`src/hw/bus_pkg.sv`:
```
package bus_pkg;

    localparam int data_width   = 16;
    localparam int addr_width   = 12;   // log2 of the deepest slave
    localparam int master_count = 2;
    localparam int slave_count  = 3;

    localparam int slave_depths [slave_count] = '{4096, 4096, 2048};

    // control frame is slave id, write bit, address, msb first
    localparam int frame_len = 15;
    localparam int tx_width  = frame_len + data_width;   // frame plus write word
    localparam int cnt_width = $clog2(data_width);       // also covers frame_len

    typedef logic [1:0] slave_id_t;    // 0 means no slave
    typedef logic       master_id_t;

    typedef enum logic [2:0] {
        m_idle,
        m_request,
        m_send_ctrl,
        m_send_data,
        m_recv_data,
        m_finish
    } master_state_t;

    typedef enum logic [1:0] {
        s_listen,
        s_take_data,
        s_write_mem,
        s_send_data
    } slave_state_t;

    typedef enum logic {
        arb_free,
        arb_owned
    } arb_state_t;

endpackage : bus_pkg

```
`src/hw/bus_arbiter.sv`:
```
`timescale 1ns/100ps

module bus_arbiter (
    input  logic                             clk,
    input  logic                             rstN,
    input  logic [bus_pkg::master_count-1:0] req,
    input  bus_pkg::slave_id_t               req_slave [bus_pkg::master_count],
    output logic [bus_pkg::master_count-1:0] grant,
    output bus_pkg::master_id_t              grant_master,
    output bus_pkg::slave_id_t               grant_slave,
    output logic                             bus_busy
);

    import bus_pkg::*;

    arb_state_t state;
    master_id_t last_granted;
    master_id_t pick;
    logic       found;

    assign bus_busy = (state == arb_owned);

    // search starts just after the last winner, so it loses ties
    always_comb begin
        pick  = last_granted;
        found = 1'b0;
        for (int i = 1; i <= master_count; i++) begin
            if (!found && req[master_id_t'(last_granted + i)]) begin
                pick  = master_id_t'(last_granted + i);
                found = 1'b1;
            end
        end
    end

    always_ff @(posedge clk or negedge rstN) begin
        if (!rstN) begin
            state        <= arb_free;
            grant        <= '0;
            grant_master <= '0;
            grant_slave  <= '0;
            last_granted <= master_id_t'(master_count - 1);   // master 0 wins first tie
        end else begin
            case (state)
                arb_free: begin
                    if (found) begin
                        grant        <= '0;
                        grant[pick]  <= 1'b1;
                        grant_master <= pick;
                        grant_slave  <= req_slave[pick];
                        state        <= arb_owned;
                    end
                end
                arb_owned: begin
                    if (!req[grant_master]) begin
                        grant        <= '0;
                        grant_slave  <= '0;
                        last_granted <= grant_master;
                        state        <= arb_free;
                    end
                end
                default: state <= arb_free;
            endcase
        end
    end

endmodule : bus_arbiter

```
`config.mk`:
```
export PLATFORM = sky130hd
export DESIGN_NAME = bus_arbiter
export DESIGN_NICKNAME = d
export VERILOG_FILES = /design/src/hw/bus_pkg.sv /design/src/hw/bus_arbiter.sv
export SDC_FILE = /design/constraint.sdc
export NUM_CORES = 1
export LEC_CHECK = 0
export ABC_AREA = 0
export BUFFER_PORTS_ARGS = -buffer_cell sky130_fd_sc_hd__buf_2
export CORE_AREA = 2 2 39 41
export DETAILED_ROUTE_END_ITERATION = 16
export DIE_AREA = 0 0 41 43
export PLACE_DENSITY = 0.59
export SYNTH_ARGS = -nofsm -noshare
export SYNTH_HDL_FRONTEND = slang
export SYNTH_SLANG_ARGS = --single-unit
```
`constraint.sdc`:
```
create_clock -name clk -period 1.5 [get_ports clk]
set_input_delay 0.15 -clock clk [delete_from_list [all_inputs] [get_ports clk]]
set_output_delay 0.15 -clock clk [all_outputs]
set_load 0.02 [all_outputs]
```
* Word level (Yosys, flattened, before mapping)
Index checks and enable logic that the tools add are counted.
** Word-level totals
- Register bits :: 7
- Output and inout bits :: 6
** Cells by class
- Add/subtract/negate cells :: 2
- $lt $le $gt $ge :: 6
- Equality and inequality tests :: 2
- Multiplexer cells :: 23
- Bitwise logic cells :: 3
- Reductions and logical operators :: 6
** Operators by type and width (number)
- $mux 1 :: 13
- $mux 2 :: 6
- $lt 1x2->1 const B :: 4
- $pmux 2 s2 :: 2
- $reduce_and 2->1 :: 3
- $ne 2x2->1 const B :: 2
- $add 1x1->1 const B :: 2
- $ge 2x2->1 const B :: 1
- $logic_and 1x1->1 :: 2
- $not 1->1 :: 2
- $not 1->2 :: 1
- $pmux 1 s2 :: 1
- $demux 1 s1 :: 1
- $ge 1x1->1 const B :: 1
- $logic_not 1->1 :: 1

* Depth between registers and ports, before layout
- Word-level depth :: 13
- Mapped depth :: 4

* Worst setup path before layout
OpenSTA, ideal clock, no wires.
- Path type :: register -> register
- From :: register state, in the netlist bus_busy
- To :: register grant_slave[0]
- Arrival time :: 1.139 ns
- Data required time :: 1.374 ns
- Setup slack :: 0.235 ns
- Stages on the path, launching flop included :: 5
- Cell sequence :: dfrtp_1 buf_4 inv_2 and3_4 a221o_1
** On the way
- Word-level cells in the longest chain between the ends :: 3
- Elaborated cells between the ends (all ways) :: 5
- Classes of those cells :: eq/ne (2); mux (1); bitwise (1); reduce/logical (1)
** Ends and longest elaborated chain
- from (decl) :: RTL line bus_arbiter.sv:16 : arb_state_t state;
- from (signal assigned) :: RTL line bus_arbiter.sv:37 : state <= arb_free;
- from (signal assigned) :: RTL line bus_arbiter.sv:50 : state <= arb_owned;
- from (signal assigned) :: RTL line bus_arbiter.sv:58 : state <= arb_free;
- $not 1->1 (no line)
- $ne 2x2->1 (no line)
- $reduce_and 2->1 (no line)
- to (signal assigned) :: RTL line bus_arbiter.sv:49 : grant_slave <= req_slave[pick];
- to (decl) :: RTL line bus_arbiter.sv:10 : output bus_pkg::slave_id_t grant_slave,
Parallel ways exist; a longest one is shown, timed or not.
A chain may end at the register's enable or synchronous reset.

* Worst setup path in the final report
- From :: register last_granted
- To :: register grant_slave[0]
** On the way
- Word-level cells in the longest chain between the ends :: 13
- Elaborated cells between the ends (all ways) :: 20
- Classes of those cells :: add/sub (2); eq/ne (1); mux (13); bitwise (1); reduce/logical (3)
** Ends and longest elaborated chain
- from (decl) :: RTL line bus_arbiter.sv:17 : master_id_t last_granted;
- from (signal assigned) :: RTL line bus_arbiter.sv:41 : last_granted <= master_id_t'(master_count - 1);
- from (signal assigned) :: RTL line bus_arbiter.sv:57 : last_granted <= grant_master;
- $add 1x1->1 :: RTL line bus_arbiter.sv:28, bus_arbiter.sv:29
- $mux 1 (not written as such) (2 in series) :: RTL line bus_arbiter.sv:28 : if (!found && req[master_id_t'(last_granted + i)]) begin
- $mux 1 :: RTL line bus_arbiter.sv:28
- $logic_not 1->1 :: RTL line bus_arbiter.sv:28
- $logic_and 1x1->1 :: RTL line bus_arbiter.sv:28
- $mux 1 :: RTL line bus_arbiter.sv:28
- $not 1->2 (not written as such) :: RTL line bus_arbiter.sv:49
- $mux 2 (not written as such) (3 in series) :: RTL line bus_arbiter.sv:49
- $mux 2 :: RTL line bus_arbiter.sv:45 : if (found) begin
- $pmux 2 s2 :: RTL line bus_arbiter.sv:43 : case (state)
Parallel ways exist; a longest one is shown, timed or not. The select of a mux whose other input is x is not followed.

==> metrics.yaml <==
critPathBufInv: 0
clk_path_buf_depth: 2
hold_class: "input port to flop"
worst_setup_path_start_kind: "flop"
cts-resized-gates: 0
yosysTopAreaCellShare_pct: 37.85
syn-cell-area_um2: 396.6
via_count: 347
htreeDepth: 1
drt-initial-drc-count: 12
synth_area_leaders: "dfrtp_1, mux2i_1, dfstp_2"
tightest_slew_ns: 0.3164
routed_wl_um: 846
finalCritPeriodShare_pct: 86.58
cpPeakStageDelay_ns: 0.56
clock-sinks: 7
finalSetupViolCount: 0
nNetsFinal: 62
critPathTopFamily: "flip-flops"
drv_slew: 0
rows: 14
rrSetupSlack_ns: 0.20
grt_usage_pct: 11.45
finalHoldViolCount: 0
tns_ns: 0
endpoint_kind: "flop"
fmax_mhz: 770.0
grt_setup_unrepaired: "no"
syn_inst: 37
die_w_um: 41
ys_ff_latch: 7
timing.rr.end: "grant_slave[0]"
synth_most_common_cell: "dfrtp_1"
clk_latency_ns: 0.25
globalRouteOverflowTotal: 0
wl_per_cell_um: 12.26
async_flop_share_pct: 100.0
p_per_area_nw_per_um2: 1674
instances_no_fill: 69
crit_chain: "nand2_4 > and3_4 > a221o_1"
antenna_found_initial: 0
post-route-util_pct: 36.08
hold_ws_ns: 0.1554
slowest_stage: "dfstp_2"
synth_edf_count: 0
cts_tree: "done"
vdd_ir_drop_max_v: 0.0004339
io_pins: 14
sw_frac_of_total_pct: 38.63
slew_headroom_pct: 78.91
core-area_um2: 1384
drc: 0
first_pass_iters: 4
cp_max_fo: 4
grt_max_degree: 12
first_global_vias: 297
final_layout_size_suffix_gt1_share_pct: 39.62
viasPerCell: 5.029
postSynthAreaPerCell_um2: 10.72
postCtsSetupRepairBufs: 0
yosysWarnings: 0
critical_path_required_ns: 1.62
synth_common_cells: "dfrtp_1, nand2b_1, mux2i_1, nor2_1, o21ai_0"
syn_nets: 45
clock_skew_ns: 0.005648
fill_cells: 147
initial_core_util_pct: 28.66
die_h_um: 43
ant_nets: 0
hpwl_um: 620.4
root_buffer: "clkbuf_4"
numPortBuffers: 13
diodes: 0
finalPower_uw: 835.6
drv_cap: 0
reg2regPathDepth: 3
ys_seq_area_share_pct: 44.48
internal_power_uw: 512.8
gp_congestion: 0.7488
seqPwrFrac_pct: 41.1
clockPowerShare_pct: 20.2
numCtsBuffers: 3
postCtsHoldBufs: 1
arrival_ns: 1.42
status: "completed"
leakagePower_nw: 0.2411
crit_cells: 3
yosysTopAreaCell: "dfrtp_1"
synth_flop_cell: "dfrtp_1"
crit_end: "grant_slave[0]"
die_area_um2: 1763
cp-startpoint: "last_granted"
ys_types: 20
clk_pin_slew_ns: 0.05
fin_crit_ns: 1.299
synthToLayoutAreaGrowth_pct: 25.87
grt_pass1_wl_mm: 1.242
dp.cells: 64
crit_type: "flop to flop"
comb_power_share_pct: 38.7
worstReg2RegStart: "last_granted"
switchingPower_uw: 322.8
-- per-layer routing --
layer / up-vias / GRT usage, % / wire length [µm]
met3: 2 / 4.712 / 41
li1: 168 / - / -
met4: 0 / 12.00 / 17
met5: - / 0 / 0
met2: 10 / 14.06 / 390
met1: 167 / 13.58 / 396
-- worst min path at each step --
stage	cells after the start	slack (ns)	startpoint	to
6_report	2	0.16	req_slave[0]	grant_slave[0]
5_1_grt	2	0.14	req_slave[1]	grant_slave[1]
4_1_cts	2	0.14	req_slave[0]	grant_slave[0]
3_5_place_dp	1	-0.008	rstN	bus_busy
3_3_place_gp	1	-0.006	rstN	bus_busy
2_1_floorplan	0	-0.15	rstN	bus_busy
-- layout by cell type, fill, tap and decap left out, types with 2 or more instances in the layout --
cell type,netlist,layout
dfrtp_1,6,6
o32ai_1,2,2
nand2_1,2,2
o21ai_0,3,3
nand2b_1,4,4
mux2i_1,3,3
a221o_1,2,2
clkbuf_4,0,3
nor2_1,3,3
buf_2,0,13
-- through the flow --
| stage | instance area (µm²) | setup slack, ns |
|---|---|---|
| CTS | 499.2 | 0.2030 |
| global placement | 462.9 | 0.2466 |
| floorplan | 396.6 | 0.2355 |
| global route | 499.2 | 0.1633 |
| detailed placement | 462.9 | 0.2267 |
| finish | 499.2 | 0.2013 |
-- worst register-to-register path, stage by stage, from the launching register on --
cell	delay, ns
dfstp_2	0.56
nand2_4	0.06
and3_4	0.20
a221o_1	0.35
-- layout make-up --
class / instances / area (µm²) / share of cell area [%]
Inverter: 2 / 7.507 / 1.504
Timing Repair Buffer: 14 / 75.07 / 15.04
Clock buffer: 4 / 26.28 / 5.263
Sequential cell: 7 / 176.4 / 35.34
Tap cell: 16 / 20.02 / 4.010
Multi-Input combinational cell: 26 / 193.9 / 38.85
-- power by group through the flow --
stage / sequential [mW] / clock [mW] / combinational (mW)
finish: 0.344 / 0.169 / 0.323
floorplan: 0.392 / 0 / 0.175
detailed placement: 0.345 / 0 / 0.320
global placement: 0.346 / 0 / 0.321
CTS: 0.342 / 0.182 / 0.326
global route: 0.353 / 0.195 / 0.352
-- sequential cells by signal, indices dropped and copies added, names as in the netlist --
name	count
grant_slave	2
grant	2
last_granted	1
grant_master	1
bus_busy	1
-- cell families after synthesis --
group / share of synthesized area, %
AO/OA/AOI/OAI: 19.56
buffers and inverters: 6.623
flip-flops: 44.48
multiplexers: 11.04
AND/OR/NAND/NOR: 18.30
No activity file was read; power rests on OpenSTA's default activity.
