==> config.mk <==
export PLATFORM = sky130hd
export DESIGN_NAME = bus_master_flat
export DESIGN_NICKNAME = d
export VERILOG_FILES = /design/src/hw/bus_pkg.sv /design/src/hw/serial_bus_if.sv /design/src/hw/bus_master.sv /design/src/flat_wrapper.sv
export SDC_FILE = /design/constraint.sdc
export NUM_CORES = 1
export LEC_CHECK = 0
export ABC_AREA = 1
export BUFFER_PORTS_ARGS = -buffer_cell sky130_fd_sc_hd__buf_2
export CAP_MARGIN = 0
export CORE_ASPECT_RATIO = 0.6
export CORE_MARGIN = 5
export CORE_UTILIZATION = 49
export DETAILED_ROUTE_END_ITERATION = 6
export PLACE_DENSITY = 0.72
export SETUP_SLACK_MARGIN = 0.1
export SLEW_MARGIN = 15
export SYNTH_ARGS = -nofsm -noshare
export SYNTH_HDL_FRONTEND = slang
export SYNTH_SLANG_ARGS = --single-unit
==> constraint.sdc <==
create_clock -name clk -period 3.48 [get_ports clk]
set_input_delay 0.174 -clock clk [delete_from_list [all_inputs] [get_ports clk]]
set_output_delay 0.174 -clock clk [all_outputs]
set_load 0.03 [all_outputs]
==> src/hw/bus_pkg.sv <==
package bus_pkg;

    localparam int data_width   = 16;
    localparam int addr_width   = 12;   // log2 of the deepest slave
    localparam int master_count = 2;
    localparam int slave_count  = 3;

    localparam int slave_depths [slave_count] = '{4096, 4096, 2048};

    // control frame is slave id, write bit, address, msb first
    localparam int frame_len = 15;
    localparam int tx_width  = frame_len + data_width;   // frame plus write word
    localparam int cnt_width = $clog2(data_width);       // also covers frame_len

    typedef logic [1:0] slave_id_t;    // 0 means no slave
    typedef logic       master_id_t;

    typedef enum logic [2:0] {
        m_idle,
        m_request,
        m_send_ctrl,
        m_send_data,
        m_recv_data,
        m_finish
    } master_state_t;

    typedef enum logic [1:0] {
        s_listen,
        s_take_data,
        s_write_mem,
        s_send_data
    } slave_state_t;

    typedef enum logic {
        arb_free,
        arb_owned
    } arb_state_t;

endpackage : bus_pkg

==> src/hw/serial_bus_if.sv <==
`timescale 1ns/100ps

interface serial_bus_if;

    logic control;   // frame bits, msb first
    logic wdata;
    logic valid;
    logic last;
    logic rdata;
    logic ready;     // write ack pulse, or read data strobe

    modport master (
        output control, wdata, valid, last,
        input  rdata, ready
    );

    modport slave (
        input  control, wdata, valid, last,
        output rdata, ready
    );

endinterface : serial_bus_if

==> src/hw/bus_master.sv <==
`timescale 1ns/100ps

module bus_master (
    input  logic                           clk,
    input  logic                           rstN,
    input  logic                           start,
    input  logic                           write,
    input  bus_pkg::slave_id_t             slave_id,
    input  logic [bus_pkg::addr_width-1:0] addr,
    input  logic [bus_pkg::data_width-1:0] wdata,
    output logic                           done,
    output logic [bus_pkg::data_width-1:0] rdata,
    output logic                           req,
    output bus_pkg::slave_id_t             req_slave,
    input  logic                           grant,
    serial_bus_if.master                   bus
);

    import bus_pkg::*;

    master_state_t          state;
    logic [cnt_width-1:0]   cnt;
    logic                   cmd_write;
    logic [tx_width-1:0]    tx;       // frame then write word
    logic [data_width-1:0]  rx;

    logic frame_end;
    logic data_end;

    assign frame_end = (cnt == cnt_width'(frame_len - 1));
    assign data_end  = (cnt == cnt_width'(data_width - 1));

    // serial outputs come straight off the shifter msb
    assign bus.valid   = (state == m_send_ctrl) || (state == m_send_data);
    assign bus.control = (state == m_send_ctrl) && tx[tx_width-1];
    assign bus.wdata   = (state == m_send_data) && tx[tx_width-1];
    assign bus.last    = ((state == m_send_ctrl) && !cmd_write && frame_end) ||
                         ((state == m_send_data) && data_end);

    always_ff @(posedge clk or negedge rstN) begin
        if (!rstN) begin
            state     <= m_idle;
            cnt       <= '0;
            cmd_write <= 1'b0;
            req       <= 1'b0;
            req_slave <= '0;
            done      <= 1'b0;
        end else begin
            done <= 1'b0;
            case (state)
                m_idle: begin
                    if (start) begin
                        cmd_write <= write;
                        cnt       <= '0;
                        if (slave_id == '0) begin
                            state <= m_finish;   // no slave, skip the bus
                        end else begin
                            req       <= 1'b1;
                            req_slave <= slave_id;
                            state     <= m_request;
                        end
                    end
                end
                m_request: begin
                    if (grant) state <= m_send_ctrl;
                end
                m_send_ctrl: begin
                    cnt <= cnt + 1'b1;
                    if (frame_end) begin
                        cnt   <= '0;
                        state <= cmd_write ? m_send_data : m_recv_data;
                    end
                end
                m_send_data: begin
                    cnt <= cnt + 1'b1;
                    if (data_end) begin
                        cnt   <= '0;
                        state <= m_recv_data;
                    end
                end
                m_recv_data: begin
                    // write waits for the ack and read counts data bits
                    if (bus.ready) begin
                        cnt <= cnt + 1'b1;
                        if (cmd_write || data_end) state <= m_finish;
                    end
                end
                m_finish: begin
                    done      <= 1'b1;
                    req       <= 1'b0;
                    req_slave <= '0;
                    state     <= m_idle;
                end
                default: state <= m_idle;
            endcase
        end
    end

    always_ff @(posedge clk) begin
        if (state == m_idle && start) begin
            tx <= {slave_id, write, addr, wdata};
            rx <= '0;
        end else if (state == m_send_ctrl || state == m_send_data) begin
            tx <= tx << 1;
        end else if (state == m_recv_data && bus.ready && !cmd_write) begin
            rx <= {rx[data_width-2:0], bus.rdata};
        end
        if (state == m_finish) rdata <= rx;   // held until the next done
    end

endmodule : bus_master

==> src/flat_wrapper.sv <==
// flat-port wrapper written by rule: the top's interface ports become plain ports
module bus_master_flat import bus_pkg::*;
  (clk, rstN, start, write, slave_id, addr, wdata, done, rdata, req, req_slave, grant, bus_control, bus_wdata, bus_valid, bus_last, bus_rdata, bus_ready);
  serial_bus_if bus_i ();
  input  logic clk;
  input  logic rstN;
  input  logic start;
  input  logic write;
  input  bus_pkg::slave_id_t slave_id;
  input  logic [bus_pkg::addr_width-1:0] addr;
  input  logic [bus_pkg::data_width-1:0] wdata;
  output logic done;
  output logic [bus_pkg::data_width-1:0] rdata;
  output logic req;
  output bus_pkg::slave_id_t req_slave;
  input  logic grant;
  output wire logic [$bits(bus_i.control)-1:0] bus_control;
  output wire logic [$bits(bus_i.wdata)-1:0] bus_wdata;
  output wire logic [$bits(bus_i.valid)-1:0] bus_valid;
  output wire logic [$bits(bus_i.last)-1:0] bus_last;
  input wire logic [$bits(bus_i.rdata)-1:0] bus_rdata;
  input wire logic [$bits(bus_i.ready)-1:0] bus_ready;
  assign bus_control = bus_i.control;
  assign bus_wdata = bus_i.wdata;
  assign bus_valid = bus_i.valid;
  assign bus_last = bus_i.last;
  assign bus_i.rdata = bus_rdata;
  assign bus_i.ready = bus_ready;
  bus_master u_core (.clk(clk), .rstN(rstN), .start(start), .write(write), .slave_id(slave_id), .addr(addr), .wdata(wdata), .done(done), .rdata(rdata), .req(req), .req_slave(req_slave), .grant(grant), .bus(bus_i));
endmodule
-- Yosys cells after proc, flatten, opt, wreduce, memory -nomap -nowiden
Index checks and enable logic that the tools add are counted.
- register bits: 75
- input port bits: 37
- output and inout port bits: 24
- add/subtract/negate cells: 1
- eq/ne operators: 14
- multiplexer cells: 23
- bitwise gates (word level): 1
- reduce and logical (&&, ||, !) cells: 22
- operator list (cell ; count):
    2-to-1 mux 31 bit ; 2
    2-to-1 mux 3 bit ; 8
    2-to-1 mux 4 bit ; 4
    case mux 4 bit (4 select lines) ; 1
    case mux 3 bit (5 select lines) ; 1
    equality test 4 bit, second input constant ; 2
    logical AND 1 bit ; 8
    != test 2 bit, second input constant ; 4
    equality test 3 x 2 -> 1 bit, second input constant ; 2
    equality test 3 bit, second input constant ; 2
    != test 2 x 1 -> 1 bit, second input constant ; 3
    AND reduction 3 bit ; 2
    AND reduction 6 bit ; 1
    adder 4 x 1 -> 4 bit, second input constant ; 1
    2-to-1 mux 2 bit ; 2
    case mux 2 bit (2 select lines) ; 1
    AND reduction 2 bit ; 2
    nonzero test 2 bit ; 2
    nonzero test 4 bit ; 1
    equality test 3 x 1 -> 1 bit, second input constant ; 1
    zero test 3 bit ; 1
    logical OR 1 bit ; 3
    2-to-1 mux 1 bit ; 3
    zero test 2 bit ; 1
    other kinds (3) ; 3

-- Depth between registers and ports, before layout
- word-level depth: 5
- depth in mapped cells: 9
- mapped depth without buffers: 9

-- Worst setup path before layout
OpenSTA, ideal clock, no wires.
- path kind: register to register
- start: register u_core.state[1]
- end: register u_core.tx[0] (enable)
- arrival: 2.818 ns
- required time: 3.018 ns
- path slack: 0.200 ns
- cell stages (with the launch flop): 3
- path buffers: 0
- clock period less this slack: 3.280 ns
- path through: dfrtp_1 > inv_2 > o21ai_0
- cells in the longest elaborated chain, start to end: 3
- RTL lines (element ; RTL line ; source):
    from (decl) ; bus_master.sv:21 ; master_state_t state;
    from (signal assigned) ; bus_master.sv:42 ; state <= m_idle;
    from (signal assigned) ; bus_master.sv:56 ; state <= m_finish;
    from (signal assigned) ; bus_master.sv:60 ; state <= m_request;
    equality test 3 x 2 -> 1 bit / zero test 3 bit (equally long branches) ; bus_master.sv:103, bus_master.sv:100 ;
    logical OR 1 bit / logical AND 1 bit (equally long branches) ; bus_master.sv:103, bus_master.sv:100 ;
    nonzero test 2 bit (no source line) * ; n/a ;
    to (signal assigned) ; bus_master.sv:101 ; tx <= {slave_id, write, addr, wdata};
    to (signal assigned) ; bus_master.sv:104 ; tx <= tx << 1;
    to (decl) ; bus_master.sv:24 ; logic [tx_width-1:0] tx;
Mark *: on every way between the ends. The rest lies on a longest branch, timed or not.
A chain may end at the register's enable or synchronous reset.

-- Worst setup path in the final report
- start: register u_core.cmd_write
- end: output bus_last
- cells in the longest elaborated chain, start to end: 4
- RTL lines (element ; RTL line ; source):
    from (decl) ; bus_master.sv:23 ; logic cmd_write;
    from (signal assigned) ; bus_master.sv:53 ; cmd_write <= write;
    zero test 1 bit ; bus_master.sv:37 ; assign bus.last = ((state == m_send_ctrl) && !cmd_write && frame_end) ||
    logical AND 1 bit (2 in series) ; bus_master.sv:37 ;
    logical OR 1 bit ; bus_master.sv:37 ;
    to (decl) ; flat_wrapper.sv:20 ; output wire logic [$bits(bus_i.last)-1:0] bus_last;
No other way between the ends.

==> results.ini <==
[finish]
antenna_cells = 0
regArea_sq_um = 2030
instances_no_fill = 467
final_util_pct = 60.2
final_common_cell = nand2_1
layout-drive-gt1-share_pct = 23.5
final_nets = 417
multi_input_area_sq_um = 998
area_growth_pct = 17.5
fillers = 553
layout_common_cells = nand2_1, buf_2, edfxtp_1, nand4_1

[drt]
drt_iter0_markers = 176
viasPerCell = 5.05
wire_per_inst_microns = 13.8
dr_total_vias = 2358
antenna_left = 0
post-route-drc-count = 0
drt-pass1-iter-count = 4
routed_wl_mm = 6.43

[timing]
fin_tns_setup_ns = 0
slew_violations = 0
rsz0062_at_grt = no
finalCriticalPeriod_ns = 2.02
setup_viol = 0
fmax_ghz = 0.495
tightest_slew_ns = 0.687
slew_headroom_pct = 54.2
min_period_over_period_pct = 58.0
layout_setup_ws_ns = 1.46
hold_viol = 0
fin_skew_ns = 0.0105

[cts]
cts-buffers-inserted = 9
cts_resized = 0
post-cts-setup-buffer-count = 0
path_clk_slew_ns = 0.07
clock-sinks = 75
cts-hold-fix-buffers = 1
cts_root_buf = clkbuf_8
cts_max_path_buffers = 2
worstSkewPairLatency_ns = 0.35
htreeDepth = 3
cts_tree = done

[global_routing]
grt_pass1_vias = 2254
grt_max_degree = 47
grt.overflow.total = 0
grt_use_total_pct = 16.9
grt_pass1_wl_mm = 10.8
antenna_found_initial = 0

[logic_synthesis]
async_reset_ff_share_pct = 16.0
ys_seq_area_share_pct = 64.0
post_synth.cell_area_avg_sq_um = 9.98
synth_top_area_cell = edfxtp_1
synth_cell_type_count = 26
synth.yosys.warnings = 0
syn_nets = 357
syn_area_sq_um = 3170
synth_top_area_share_pct = 44.5
synthFlopType = edfxtp_1
synth_area_leaders = edfxtp_1, nand2_1, dfxtp_1
syn-instance-count = 318
synth-seq-cells = 75
synth_edf_count = 47

[power]
power_frac_seq_pct = 46.8
leakagePower_nw = 1.66
p_total_mw = 3.18
sw_frac_of_total_pct = 36.7
clock_power_share_pct = 21.0
vdd_drop_max_mv = 0.364
comb_power_share_pct = 32.2
cell_internal_pwr_mw = 2.01
p_per_area_nw_per_um2 = 853
p_switching_mw = 1.17

[placement]
placedCellCount = 450
portBuffers = 60
place_congestion = 0.898
dp_slack_ns = 1.53
dp_hpwl_mm = 4.25

[run]
cap_violations = 0

[status]
status = completed

[setup_path]
reg2regPathDepth = 6
worstPathRequired_ns = 3.31
path_class = reg2out
end_kind = output port
cp-start-kind = flop
r2r_start = u_core.state[0]
critPathMaxFanout = 21
reg2reg_setup_slack_ns = 1.53
worstPathArrival_ns = 1.84
rr_endpoint = u_core.tx[10]

[floorplan]
die_h_microns = 72.3
die-width_microns = 114
ioPinCount = 61
die-area_sq_um = 8240
num_rows = 22
start_util_pct = 51.2
fp.coreArea_sq_um = 6190

[min_path]
min_path_cells = 3
hold-path-endpoint = u_core.cmd_write
min_path_type = in2reg
min_from = write

[cell families after synthesis]
kind of cell / synth area share, %
buf+inv: 4.77
flops: 64.0
fa+ha+maj: 0.789
compound gates: 5.09
xor+xnor: 0.552
simple gates: 24.8
[area by class of cell]
| cell class | count | share of cell area (%) |
|---|---|---|
| flip-flops and latches | 75 | 54.5 |
| multi-input cells | 213 | 26.8 |
| repair buffers | 64 | 8.92 |
| clock buffers | 12 | 4.16 |
| well taps | 84 | 2.82 |
| inverters | 15 | 1.51 |
| clock inverters | 4 | 1.34 |
[state kept, by name (all words and copies together), names as in the netlist]
signal,count
u_core.done,1
u_core.req_slave,2
u_core.cnt,4
u_core.rx,16
u_core.state,3
u_core.tx,31
u_core.req,1
u_core.cmd_write,1
u_core.rdata,16
[worst max-delay path by stage]
stage | from | endpoint | slack (ns) | depth (start not counted)
after floorplan | u_core.state[1] | u_core.tx[0] | 0.20 | 2
after global placement | u_core.state[0] | u_core.tx[16] | 1.57 | 6
after detailed placement | u_core.state[0] | u_core.tx[14] | 1.53 | 6
after CTS | u_core.cmd_write | bus_last | 1.45 | 4
after global routing | u_core.cmd_write | bus_last | 1.31 | 4
final | u_core.cmd_write | bus_last | 1.46 | 4
[critical path, stage by stage, from the launching register on]
cell     delay, ns
dfrtp_1       0.38
inv_1         0.51
nand3_1       0.21
o22ai_1       0.17
buf_2         0.23
[stage by stage]
step	hold slack [ns]	area (sq um)
3_5_place_dp	0.0803	3510
2_1_floorplan	-0.122	3170
3_3_place_gp	0.0770	3510
5_1_grt	0.0738	3730
4_1_cts	0.0522	3730
6_report	0.0628	3730
[cell usage after synthesis, types with 3 or more instances]
cell type	n
buf_4	4
edfxtp_1	47
nand4_1	17
inv_2	4
nor2_1	10
inv_1	11
nand2_1	126
nor2_2	3
nand3_1	16
dfrtp_1	12
dfxtp_1	16
o21ai_0	12
a21oi_1	16
buf_2	7
[power groups by stage]
| stage | clock network [mW] | logic [mW] | registers (mW) |
|---|---|---|---|
| after floorplan | 0 | 0.726 | 1.56 |
| after global placement | 0 | 1.01 | 1.50 |
| after detailed placement | 0 | 1.03 | 1.50 |
| after CTS | 0.691 | 1.04 | 1.49 |
| after global routing | 0.733 | 1.17 | 1.52 |
| final | 0.667 | 1.02 | 1.49 |
[layer usage]
metal  vias to the layer above  wire length (microns)  GRT usage [%]  share of wire (%)
met5                         -                      0              0                  0
met1                      1089                   3060           24.4                 48
met3                        11                    408           5.33                6.3
met4                         0                    107           7.11                1.7
li1                       1191                      -              -                  -
met2                        67                   2860           23.4                 44
Power figures use the tool's default switching activity.
